**src/rtl/cam_cfg_pkg.sv**
```systemverilog
`default_nettype none

package cam_cfg_pkg;

	typedef logic [31:0] cfg_word_t;   // Device, register address, data
	typedef logic [7:0]  byte_t;
	typedef logic [4:0]  cfg_index_t;  // Holds 0 to CFG_ENTRIES

	localparam int    CFG_ENTRIES     = 16;
	localparam byte_t CAM_DEV_ADDR    = 8'h78;  // Sensor write address

	// Scaled down for simulation
	localparam int    SETTLE_CYCLES   = 64;
	localparam int    SETTLE_W        = $clog2(SETTLE_CYCLES);
	localparam int    SCL_QUARTER     = 4;
	localparam int    QTR_W           = $clog2(SCL_QUARTER);

	localparam int    BYTES_PER_WRITE = 4;

	typedef enum logic [2:0] {
		SEQ_BOOT,    // Issue next table entry
		SEQ_WAIT,
		SEQ_SETTLE,
		SEQ_READY,
		SEQ_EXT      // External write in flight
	} seq_state_t;

	typedef enum logic [2:0] {
		I2C_IDLE,
		I2C_START,
		I2C_BIT,
		I2C_ACK,
		I2C_STOP
	} i2c_state_t;

endpackage

`default_nettype wire

```
**src/rtl/cfg_rom.sv**
```systemverilog
`default_nettype none
`timescale 1ns/1ps

module cfg_rom (
	input  cam_cfg_pkg::cfg_index_t rom_index,
	output cam_cfg_pkg::cfg_word_t  rom_word
);

	import cam_cfg_pkg::*;

	always_comb begin
		case (rom_index)
			5'd0: begin
				rom_word = {CAM_DEV_ADDR, 16'h3103, 8'h11};  // Clock from pad
			end
			5'd1: begin
				rom_word = {CAM_DEV_ADDR, 16'h3008, 8'h82};  // Soft reset
			end
			5'd2: begin
				rom_word = {CAM_DEV_ADDR, 16'h3008, 8'h42};  // Power down
			end
			5'd3: begin
				rom_word = {CAM_DEV_ADDR, 16'h3103, 8'h03};  // Clock from PLL
			end
			5'd4: begin
				rom_word = {CAM_DEV_ADDR, 16'h3017, 8'hff};  // Pad output enables
			end
			5'd5: begin
				rom_word = {CAM_DEV_ADDR, 16'h3018, 8'hff};
			end
			5'd6: begin
				rom_word = {CAM_DEV_ADDR, 16'h3034, 8'h1a};
			end
			5'd7: begin
				rom_word = {CAM_DEV_ADDR, 16'h3037, 8'h13};  // PLL root and pre divider
			end
			5'd8: begin
				rom_word = {CAM_DEV_ADDR, 16'h3108, 8'h01};  // PCLK and SCLK dividers
			end
			5'd9:    rom_word = {CAM_DEV_ADDR, 16'h3630, 8'h36};
			5'd10:   rom_word = {CAM_DEV_ADDR, 16'h3631, 8'h0e};
			5'd11:   rom_word = {CAM_DEV_ADDR, 16'h3632, 8'he2};
			5'd12:   rom_word = {CAM_DEV_ADDR, 16'h3633, 8'h12};
			5'd13:   rom_word = {CAM_DEV_ADDR, 16'h3621, 8'he0};
			5'd14:   rom_word = {CAM_DEV_ADDR, 16'h3704, 8'ha0};
			5'd15:   rom_word = {CAM_DEV_ADDR, 16'h3703, 8'h5a};
			default: rom_word = '0;  // Past the end of the table
		endcase
	end

endmodule

`default_nettype wire

```
**config.mk**
```make
export PLATFORM = sky130hd
export DESIGN_NAME = cfg_rom
export DESIGN_NICKNAME = d
export VERILOG_FILES = /design/src/rtl/cam_cfg_pkg.sv /design/src/rtl/cfg_rom.sv
export SDC_FILE = /design/constraint.sdc
export NUM_CORES = 1
export LEC_CHECK = 0
export BUFFER_PORTS_ARGS = -buffer_cell sky130_fd_sc_hd__buf_2
export CORE_MARGIN = 1.5
export CORE_UTILIZATION = 42
export DETAILED_ROUTE_END_ITERATION = 8
export PLACE_DENSITY_LB_ADDON = 0.1
export SLEW_MARGIN = 20
export SYNTH_ARGS = -nofsm -noshare
export SYNTH_HDL_FRONTEND = slang
export SYNTH_SLANG_ARGS = --single-unit
```
**constraint.sdc**
```tcl
create_clock -name vclk -period 1.19
set_input_delay 0.119 -clock vclk [all_inputs]
set_output_delay 0.119 -clock vclk [all_outputs]
set_load 0.05 [all_outputs]
```
==> impl_metrics.toml, run 1 <==
[outcome]
lastStage = "clock tree synthesis (4_1_cts)"
first-error = "[ERROR DPL-0033] detailed placement checks failed during check placement."
status = "aborted with a tool error"

[die]
start_util_pct = 46.3
fp-row-count = 13
boundaryPins = 37
fp.dieW_um = 41.4
die_h_um = 41.4

[placement]
place_area_sq_um = 1060
place.port_buffers = 28
hpwl_mm = 1.57
gp_congestion = 0.764

[logic_synthesis]
avgSynthCellArea_sq_um = 7.02
yosys_warnings = 0
synth_sequential_area_ratio_pct = 0
synth_cell_types = 33
netlist_area_sq_um = 618
syn_inst = 88

[clock_network]
post_cts_resized = 66
post-cts-setup-buffer-count = 1
ctsHoldBuffers = 0
## Yosys cell counts (all sizes together) (2+ instances only)
cell	instances	share of area, %
a211oi	3	3.6
a21oi	7	5.7
a221o	2	3.2
a2bb2oi	2	2.8
a311oi	2	2.8
buf	20	24
ha	8	16
inv	4	2.4
nand2	5	3.0
nand2b	4	4.5
nand3b	3	3.6
nor2	8	6.1
nor2b	2	2.0
o22ai	2	2.0
or2	3	3.0
## metrics by stage
stage	setup TNS [ps]	hold slack [ps]	setup WS (ps)	std cells
after detailed placement	-4600	773	-376	150
after floorplan	-1480	306	-262	96
after global placement	-4140	767	-340	150
## kinds of logic after synthesis
| group | Yosys count | share of synthesized area (%) |
|---|---|---|
| and+or+nand+nor | 29 | 26.7 |
| buffers and inverters | 25 | 27.1 |
| xor gates and xnor gates | 1 | 1.42 |
| other | 1 | 0.607 |
| adders and majority gates | 8 | 16.2 |
| AOI/OAI and AO/OA | 23 | 26.3 |
| muxes | 1 | 1.62 |
==> run 2: changes to the inputs <==
Settings changed: CORE_AREA set to 2 2 63 65, CORE_MARGIN 1.5 to not set, CORE_UTILIZATION 42 to not set, DIE_AREA set to 0 0 65 67, PLACE_DENSITY_LB_ADDON 0.1 to 0.15.
Clock period 1.19 ns to 1.55 ns, I/O delays scaled along.
==> impl_metrics.toml, run 2 <==
[sta]
hold_viol = 0
final.setup.tns_ps = 0
min_period_ps = 1530
drv_slew = 0
whs_ps = 794
rsz0062_at_grt = "true"
fmax_ghz = 0.655
final-setup-viol-count = 0
timing.final.crit_share_pct = 98.5

[worst_setup_path]
crit_type = "input pin to output pin"
cp-end-kind = "output pin"
crit_arrival_ps = 1370
setup.worst_path.start_class = "input pin"
crit_required_ps = 1390
path_max_fanout = 5
endpoint = "rom_word[6]"
crit_path_start = "rom_index[0]"

[route]
vias = 689
drt.antenna.violating_nets = 0
drt_wl_total_mm = 1.88
post_drt_wl_per_cell_um = 11.2
drtIter0Drc = 23
vias_per_cell = 4.13
drtPass1Iterations = 4
drc = 0

[layout]
antennaDiodeCount = 0
fin_area_sq_um = 985
fin_util_pct = 27.3
layout_commonest_cell = "buf_2"
fin_cells = 167
clkbuf_count = 0
mostFrequentLayoutCells = "18 x buf_2, 16 x buf_4, 9 x conb_1, 8 x buf_6"
area_growth_pct = 59.3
final_nets = 134
seqCellArea_sq_um = 0
final_layout_size_suffix_gt1_share_pct = 53.8
design.seq.count = 0

[logic_synthesis]
yosysMostFrequentCell = "buf_4"
yosys-top-cells-count = "17 x buf_4, 8 x ha_1, 7 x a21oi_1, 7 x nor2_1, 5 x nand2_1"
synth_cell_types = 33
synth_sequential_area_ratio_pct = 0
syn_inst = 88
yosys_warnings = 0
netlist_area_sq_um = 618
avgSynthCellArea_sq_um = 7.02
synth_top_area_share_pct = 20.6
ys_top_cells_by_area = "buf_4 21%, ha_1 16%, a21oi_1 5.7%"
yosysTopAreaCell = "buf_4"

[global_route]
globalRoute.totalOverflow = 0
antenna_found_initial = 0
track_usage_pct = 8.42
grt_pass1_vias = 560
grt_pass1_wl_mm = 2.92
grt_max_degree = 18

[pwr]
leakage_nw = 0.464
ir_worst_vdd_uv = 143
power_density_nw_per_um2 = 462

[hold_path]
hold_class = "input pin to output pin"

[die]
dieArea_sq_um = 4360
core_sq_um = 3610
boundaryPins = 37
fp-row-count = 22
fp.dieW_um = 65
start_util_pct = 17.1
die_h_um = 67

[placement]
place_area_sq_um = 852
gp_congestion = 0.777
hpwl_mm = 1.45
place.port_buffers = 28
placedCellCount = 164

[outcome]
status = "finished clean"

[flow_run]
max_cap_viol_count = 0

[clock_network]
ctsHoldBuffers = 0
==> run 2: cell counts after synthesis <==
Identical to the previous run, type by type.
==> run 2: stage by stage <==
stage	setup WS [ps]	total power [mW]
finish	23.5	0.455
global route	-10.3	0.483
detailed placement	-106	0.412
global placement	-101	0.411
CTS	-22.1	0.428
floorplan	-398	0.346
==> run 2: critical path, stage by stage <==
cell and delay [ps]:
buf_8 100, buf_6 120, ha_4 150, and2b_4 280, o22ai_2 80, a221o_1 320, buf_6 160
==> run 2: how the worst min path moves through the flow <==
| stage | slack, ps | from | to | depth (start not counted) |
|---|---|---|---|---|
| 2_1_floorplan | 410 | rom_index[4] | rom_word[1] | 1 |
| 3_3_place_gp | 800 | rom_index[2] | rom_word[3] | 4 |
| 3_5_place_dp | 800 | rom_index[2] | rom_word[3] | 4 |
| 4_1_cts | 810 | rom_index[2] | rom_word[3] | 4 |
| 5_1_grt | 850 | rom_index[2] | rom_word[3] | 4 |
| 6_report | 790 | rom_index[2] | rom_word[3] | 4 |
==> run 2: cells by family after synthesis <==
group	synth area share [%]
XOR/XNOR	1.42
adder cells (fa/ha/maj)	16.2
AND/OR/NAND/NOR	26.7
buffers and inverters	27.1
multiplexers	1.62
AO/OA/AOI/OAI	26.3
other	0.607
==> run 2: timing repair <==
| item | in CTS | in global routing |
|---|---|---|
| setup endpoints to repair | 7 | 13 |
| buffers inserted | 0 | 3 |
| endpoints found under the hold margin | 0 | 0 |
| pin swaps | 2 | 6 |
| resized for setup | 12 | 16 |
==> run 2: cell type report <==
type,instances,area [sq um]
Fill cell,409,2620
Multi-Input combinational cell,71,587
Timing Repair Buffer,44,323
Tap cell,48,60.1
Inverter,4,15.0
==> run 2: report_power, final <==
part	switching [mW]	internal [mW]
Combinational	0.310	0.145
Sequential	0	0
Clock	0	0
Total	0.310	0.145
==> run 2: routing by layer <==
metal | part of all wire [%] | track usage, %
met5 | 0 | 0
met3 | 5.2 | 0.169
met4 | 0 | 0
met1 | 48 | 12.6
met2 | 47 | 14.2
(Power assumes the default switching activity.)
