$ cat src/rtl/cam_cfg_pkg.sv
`default_nettype none

package cam_cfg_pkg;

	typedef logic [31:0] cfg_word_t;   // Device, register address, data
	typedef logic [7:0]  byte_t;
	typedef logic [4:0]  cfg_index_t;  // Holds 0 to CFG_ENTRIES

	localparam int    CFG_ENTRIES     = 16;
	localparam byte_t CAM_DEV_ADDR    = 8'h78;  // Sensor write address

	// Scaled down for simulation
	localparam int    SETTLE_CYCLES   = 64;
	localparam int    SETTLE_W        = $clog2(SETTLE_CYCLES);
	localparam int    SCL_QUARTER     = 4;
	localparam int    QTR_W           = $clog2(SCL_QUARTER);

	localparam int    BYTES_PER_WRITE = 4;

	typedef enum logic [2:0] {
		SEQ_BOOT,    // Issue next table entry
		SEQ_WAIT,
		SEQ_SETTLE,
		SEQ_READY,
		SEQ_EXT      // External write in flight
	} seq_state_t;

	typedef enum logic [2:0] {
		I2C_IDLE,
		I2C_START,
		I2C_BIT,
		I2C_ACK,
		I2C_STOP
	} i2c_state_t;

endpackage

`default_nettype wire

$ cat src/rtl/cfg_sequencer.sv
`default_nettype none
`timescale 1ns/1ps

module cfg_sequencer (
	input  logic                    sclk,
	input  logic                    s_rst_n,
	input  logic                    ext_start,
	input  cam_cfg_pkg::cfg_word_t  ext_wdata,
	input  cam_cfg_pkg::cfg_word_t  rom_word,
	input  logic                    xfer_done,
	input  logic                    xfer_nack,
	output cam_cfg_pkg::cfg_index_t rom_index,
	output logic                    xfer_start,
	output cam_cfg_pkg::cfg_word_t  xfer_word,
	output logic                    busy,
	output logic                    cfg_done,
	output logic                    nack_seen
);

	import cam_cfg_pkg::*;

	seq_state_t          state;
	logic [SETTLE_W-1:0] settle_cnt;
	logic                table_end;
	logic                issue_rom;
	logic                accept_ext;

	// rom_index runs one ahead of the entry in flight
	assign table_end  = (rom_index == cfg_index_t'(CFG_ENTRIES));
	assign issue_rom  = (state == SEQ_BOOT) ||
	                    (state == SEQ_WAIT && xfer_done && !table_end);
	assign accept_ext = (state == SEQ_READY) && ext_start;  // Dropped otherwise

	always_ff @(posedge sclk or negedge s_rst_n) begin
		if (!s_rst_n) begin
			state      <= SEQ_BOOT;
			rom_index  <= '0;
			settle_cnt <= '0;
			xfer_start <= 1'b0;
			busy       <= 1'b0;
			cfg_done   <= 1'b0;
			nack_seen  <= 1'b0;
		end else begin
			xfer_start <= issue_rom || accept_ext;
			if (issue_rom)
				rom_index <= rom_index + 1'b1;

			case (state)
				SEQ_BOOT: begin
					state <= SEQ_WAIT;
				end
				SEQ_WAIT: begin
					// Table writes ignore NACK
					if (xfer_done && table_end) begin
						state      <= SEQ_SETTLE;
						settle_cnt <= SETTLE_W'(1);
					end
				end
				SEQ_SETTLE: begin
					if (settle_cnt == SETTLE_W'(SETTLE_CYCLES - 1)) begin
						cfg_done <= 1'b1;  // Sticky from here on
						state    <= SEQ_READY;
					end else begin
						settle_cnt <= settle_cnt + 1'b1;
					end
				end
				SEQ_READY: begin
					if (accept_ext) begin
						busy      <= 1'b1;
						nack_seen <= 1'b0;
						state     <= SEQ_EXT;
					end
				end
				SEQ_EXT: begin
					if (xfer_done) begin
						busy  <= 1'b0;
						state <= SEQ_READY;
						if (xfer_nack)
							nack_seen <= 1'b1;
					end
				end
				default: begin
					state <= SEQ_BOOT;
				end
			endcase
		end
	end

	always_ff @(posedge sclk) begin
		if (issue_rom)
			xfer_word <= rom_word;
		else if (accept_ext)
			xfer_word <= ext_wdata;
	end

endmodule

`default_nettype wire

$ cat config.mk
export PLATFORM = sky130hd
export DESIGN_NAME = cfg_sequencer
export DESIGN_NICKNAME = d
export VERILOG_FILES = /design/src/rtl/cam_cfg_pkg.sv /design/src/rtl/cfg_sequencer.sv
export SDC_FILE = /design/constraint.sdc
export NUM_CORES = 1
export LEC_CHECK = 0
export BUFFER_PORTS_ARGS = -buffer_cell sky130_fd_sc_hd__buf_4
export CAP_MARGIN = 15
export CORE_UTILIZATION = 47
export DETAILED_ROUTE_END_ITERATION = 7
export PLACE_DENSITY_LB_ADDON = 0.2
export SYNTH_ARGS = -nofsm -noshare
export SYNTH_HDL_FRONTEND = slang
export SYNTH_SLANG_ARGS = --single-unit
$ cat constraint.sdc
create_clock -name sclk -period 3.7 [get_ports sclk]
set_input_delay 0.74 -clock sclk [delete_from_list [all_inputs] [get_ports sclk]]
set_output_delay 0.74 -clock sclk [all_outputs]
set_load 0.05 [all_outputs]
**Word level (Yosys, flattened, before mapping)**

Index checks and enable logic that the tools add are counted.

- $add $sub $neg: 2
- Equality and inequality tests: 12
- Muxes and demuxes: 17
- Reduce and logical (&&, ||, !) cells: 16

Operators by type and width:

| kind | number |
|---|---|
| 32-bit two-way mux | 2 |
| 3-bit one-hot mux with 5 select lines | 1 |
| 3-bit two-way mux | 4 |
| 6-bit two-way mux | 2 |
| 6-bit one-hot mux with 2 select lines | 1 |
| 2-bit inequality test, second input constant | 5 |
| 4-bit AND reduction | 2 |
| 6-bit by 1-bit adder with 6-bit output, second input constant | 1 |
| 3-bit by 2-bit == test with 1-bit output, second input constant | 2 |
| 6-bit == test, second input constant | 1 |
| 3-bit AND reduction | 2 |
| 2-bit nonzero test | 3 |
| 5-bit by 1-bit adder with 5-bit output, second input constant | 1 |
| 5-bit == test, second input constant | 1 |
| 1-bit two-way mux | 5 |
| 1-bit logical AND | 4 |
| 1-bit one-hot mux with 2 select lines | 2 |
| 3-bit by 1-bit == test with 1-bit output, second input constant | 1 |
| 3-bit == test, second input constant | 1 |
| 3-bit logical NOT | 1 |
| 1-bit logical OR | 2 |
| 2-bit by 1-bit inequality test with 1-bit output, second input constant | 1 |
| 2-bit AND reduction | 1 |
| 1-bit logical NOT | 1 |

- Register bits: 50

**Longest topological paths before layout**

- Word-level depth: 5
- Mapped depth: 7
- Gate-level depth less buffers: 6

**Worst setup path before layout**

No wires, ideal clock.

- Path type: register to register
- Start point: reg rom_index[0]
- End point: reg xfer_word[0] (enable)
- Library setup time: 0.442 ns
- Arrival time: 2.920 ns
- Required time: 3.258 ns
- Setup slack: 0.338 ns
- Cell stages (with the launch flop): 6
- Path buffers: 0
- Cells stage by stage: dfrtp_1 inv_1 ha_1 nand4bb_4 nand2_1 a31oi_1

- Longest elaborated chain between the ends: 5

RTL lines:

| what | line | RTL |
|---|---|---|
| start, declared | cfg_sequencer.sv:12 | `output cam_cfg_pkg::cfg_index_t rom_index,` |
| start signal, assigned | cfg_sequencer.sv:46 | `rom_index <= rom_index + 1'b1;` |
| 5-bit == test | cfg_sequencer.sv:29 | `assign table_end = (rom_index == cfg_index_t'(CFG_ENTRIES));` |
| 1-bit logical NOT | cfg_sequencer.sv:31 | `(state == SEQ_WAIT && xfer_done && !table_end);` |
| 1-bit logical AND | cfg_sequencer.sv:31 |  |
| 1-bit logical OR | cfg_sequencer.sv:30 | `assign issue_rom = (state == SEQ_BOOT) \|\|` |
| 2-bit nonzero test (no source line) | -- |  |
| end signal, assigned | cfg_sequencer.sv:91 | `xfer_word <= rom_word;` |
| end signal, assigned | cfg_sequencer.sv:93 | `xfer_word <= ext_wdata;` |
| end, declared | cfg_sequencer.sv:14 | `output cam_cfg_pkg::cfg_word_t xfer_word,` |

No other way between the ends.
A chain may end at the register's enable or synchronous reset.

**Final worst setup path**

- Start point: reg rom_index[0]
- End point: reg xfer_word[0] (data pin)

- Longest elaborated chain between the ends: 5

RTL lines:

| what | line | RTL |
|---|---|---|
| 5-bit == test | cfg_sequencer.sv:29 |  |
| 1-bit logical NOT | cfg_sequencer.sv:31 |  |
| 1-bit logical AND | cfg_sequencer.sv:31 |  |
| 1-bit logical OR | cfg_sequencer.sv:30 |  |
| 32-bit two-way mux | cfg_sequencer.sv:90 | `if (issue_rom)` |

No other way between the ends.

==> flow_metrics.tcl <==
set metrics [dict create \
    clk_pin_slew_ns 0.09 \
    vdd_drop_max_uv 530 \
    synthesis.instances 164 \
    post_layout_cell_count 343 \
    yosys_most_used_dff "sky130_fd_sc_hd__edfxtp_1" \
    critical_path_peak_fanout 24 \
    worst-slew-pin-transition_ns 0.643 \
    synth-warning-count 0 \
    cts_post_setup_buffers_inserted 0 \
    synth.yosys.seq_area_share_pct 57.5 \
    timing.slew.headroom_pct 57.1 \
    antennaDiodeCount 0 \
    status "completed" \
    antenna_left 0 \
    grt_antenna_before_repair 0 \
    cts.path.max_buffers 2 \
    ctsHtreeMaxLevel 2 \
    grt_max_degree 34 \
    cts_resized 0 \
    cts_hold_buf 0 \
    num_rows 25 \
    critical_path_class "reg2reg" \
    tritoncts "yes" \
    power.switching_mw 1.33 \
    tritoncts_num_sinks 50 \
    grt-ovfl-total 0 \
    net_switching_fraction_of_the_power_pct 44.5 \
    dp_cells 335 \
    period_minus_slack_ns 2.37 \
    nNetsFinal 347 \
    min_path_type "in2async" \
    post_drt_via_cell_ratio 4.94 \
    chipWidth_um 74.3 \
    gpl.final_weighted_congestion 0.801 \
    detail_route.wl_per_cell_um 14.9 \
    first_global_vias 1515 \
    mappedNetlistArea_um2 2460 \
    setup_viol_count_final 0 \
    cellInternalPower_mw 1.66 \
    post_synth_num_cell_types 38 \
    first_iter_violations 53 \
    io_pins 110 \
    grt_setup_unrepaired "no" \
    io_buffers 109 \
    worst_ep_required_time_ns 3.75 \
    hpwlAfterDp_mm 3.83 \
    async_reset_ff_share_pct 36.0 \
    area_growth_syn_to_layout_pct 40.3 \
    drv.max_cap_violation_count 0 \
    layout_worst_path_cycle_share_pct 64.0 \
    synth_nets 236 \
    clockRootBuffer "sky130_fd_sc_hd__clkbuf_8" \
    die_height_um 74.3 \
    post-route-drc-count 0 \
    share_comb_of_total_power_pct 52.8 \
    share_clk_of_total_power_pct 12.8 \
    clock_latency_ns 0.30 \
    totalNegativeSetupSlack_ns 0 \
    design.die.area_um2 5520 \
    clock_skew_ns 0.00840 \
    critPathCaptureType "flop" \
    worstSetupStartpointType "flop" \
    fp.coreArea_um2 4880 \
    synth.ff_latch_count 50 \
    synth_edf_count 32 \
    drive_above_1_share_pct 56.9 \
    cts_made_buffers 5 \
    avg_inst_size_synth_um2 15.0 \
    drt-total-wl_mm 5.10 \
    cp.arrival_ns 2.42 \
    finalHoldViolCount 0 \
    cellLeakagePower_nw 1.56 \
    floorplan.initialDensity_pct 50.3 \
    grt_first_pass_wirelength_mm 7.20 \
    power.density_nw_per_um2 867 \
    first_pass_iters 4 \
    pwr-share-seq_pct 34.3 \
    overall_track_demand_over_capacity_in_global_routing_pct 17.9 \
    timing.fmax_mhz 422 \
    maxSlewViolCount 0 \
    dr_total_vias 1695 \
]
-- placed cells by master, fill, tap and decap left out, types with 2 or more instances in the layout --
master                        n
sky130_fd_sc_hd__a21oi_1      6
sky130_fd_sc_hd__and2_1       2
sky130_fd_sc_hd__ha_1         3
sky130_fd_sc_hd__o22ai_1      2
sky130_fd_sc_hd__mux2_2       5
sky130_fd_sc_hd__inv_1        3
sky130_fd_sc_hd__nor2_1       8
sky130_fd_sc_hd__nand2b_1     4
sky130_fd_sc_hd__xnor2_1      3
sky130_fd_sc_hd__o2bb2ai_1    2
sky130_fd_sc_hd__xor2_1       3
sky130_fd_sc_hd__a31oi_4      2
sky130_fd_sc_hd__buf_4      110
sky130_fd_sc_hd__dfrtp_1     18
sky130_fd_sc_hd__o21ai_0      8
sky130_fd_sc_hd__nand3_1      3
sky130_fd_sc_hd__edfxtp_1    32
sky130_fd_sc_hd__mux2_4      28
sky130_fd_sc_hd__nor3_1       2
sky130_fd_sc_hd__clkbuf_8     5
sky130_fd_sc_hd__nand2_1      9
-- kinds of logic (layout without fill, tap and decap cells) --
kind of cell	Yosys count	count (layout)	share of synthesized area (%)
flops	50	50	57.5
buf+inv	10	122	3.21
fa+ha+maj	3	3	1.53
xor+xnor	6	6	2.14
compound gates	28	28	8.20
simple gates	34	34	8.05
mux	33	33	19.4
-- path summary, 6_finish.rpt --
| path | depth (start not counted) | slack, ns | endpoint | startpoint |
|---|---|---|---|---|
| worst min-delay path | 1 | 0.29 | cfg_done$_DFFE_PN0P_ | s_rst_n |
| worst max-delay path | 6 | 1.33 | xfer_word[0]$_DFFE_PP_ | rom_index[0]$_DFFE_PN0P_ |
| worst min register to register | 1 | 0.48 | cfg_done$_DFFE_PN0P_ | cfg_done$_DFFE_PN0P_ |
| worst max register to register | 6 | 1.33 | xfer_word[0]$_DFFE_PP_ | rom_index[0]$_DFFE_PN0P_ |
| min in group sclk | 1 | 0.48 | cfg_done$_DFFE_PN0P_ | cfg_done$_DFFE_PN0P_ |
| max in group asynchronous | 1 | 3.20 | settle_cnt[2]$_DFFE_PN0P_ | s_rst_n |
-- synth_stat cells, types with 3 or more instances --
cell	count	share of area, %
sky130_fd_sc_hd__a21oi_1	6	1.2
sky130_fd_sc_hd__buf_8	3	1.8
sky130_fd_sc_hd__dfrtp_1	18	18
sky130_fd_sc_hd__edfxtp_1	32	39
sky130_fd_sc_hd__ha_1	3	1.5
sky130_fd_sc_hd__inv_1	3	0.46
sky130_fd_sc_hd__mux2_2	5	2.3
sky130_fd_sc_hd__mux2_4	28	17
sky130_fd_sc_hd__nand2_1	9	1.4
sky130_fd_sc_hd__nand2b_1	4	1.0
sky130_fd_sc_hd__nand3_1	3	0.61
sky130_fd_sc_hd__nor2_1	8	1.2
sky130_fd_sc_hd__o21ai_0	8	1.6
sky130_fd_sc_hd__xnor2_1	3	1.1
sky130_fd_sc_hd__xor2_1	3	1.1
-- cell type report --
cell class	count	area [um^2]
Clock buffer	5	68.8
Clock inverter	3	43.8
Fill cell	381	1430
Inverter	3	11.3
Multi-Input combinational cell	104	981
Sequential cell	50	1410
Tap cell	67	83.8
Timing Repair Buffer	111	846
-- per-layer routing --
layer | track usage, % | part of all wire [%] | vias up
met5 | 0 | 0 | -
met2 | 31.3 | 53 | 68
met1 | 20.7 | 38 | 789
met4 | 5.03 | 1.0 | 0
li1 | - | - | 832
met3 | 6.64 | 8.3 | 6
-- critical path, cell delays in order, from the launching register on --
cell and delay [ns]:
sky130_fd_sc_hd__dfrtp_1 0.45, sky130_fd_sc_hd__inv_1 0.08, sky130_fd_sc_hd__ha_1 0.19, sky130_fd_sc_hd__nand4bb_4 0.16, sky130_fd_sc_hd__a31oi_4 0.59, sky130_fd_sc_hd__buf_12 0.29
sky130_fd_sc_hd__mux2_2 0.36
-- through the flow --
step | hold WS [ns] | total power, mW | cell area (um^2) | setup WS, ns | util [%]
floorplan | 0.444 | 2.19 | 2460 | 0.338 | -
finish | 0.291 | 2.99 | 3450 | 1.33 | 70.6
detailed placement | 0.464 | 2.63 | 3330 | 1.32 | 68.3
global placement | 0.462 | 2.60 | 3330 | 1.39 | 68.3
global route | 0.291 | 3.13 | 3450 | 1.21 | 70.6
CTS | 0.291 | 3.02 | 3450 | 1.29 | 70.6
-- power by group through the flow --
stage	logic [mW]	clock network, mW	registers (mW)
2_1_floorplan	0.518	0	1.68
3_3_place_gp	1.58	0	1.02
3_5_place_dp	1.59	0	1.04
4_1_cts	1.60	0.392	1.03
5_1_grt	1.66	0.418	1.05
6_report	1.58	0.384	1.03
-- state kept, by name, indices dropped and copies added (netlist names) --
register and flops:
cfg_done 1, state 3, rom_index 5, xfer_word 32
settle_cnt 6, nack_seen 1, xfer_start 1, busy 1
No activity file was read; power rests on OpenSTA's default activity.
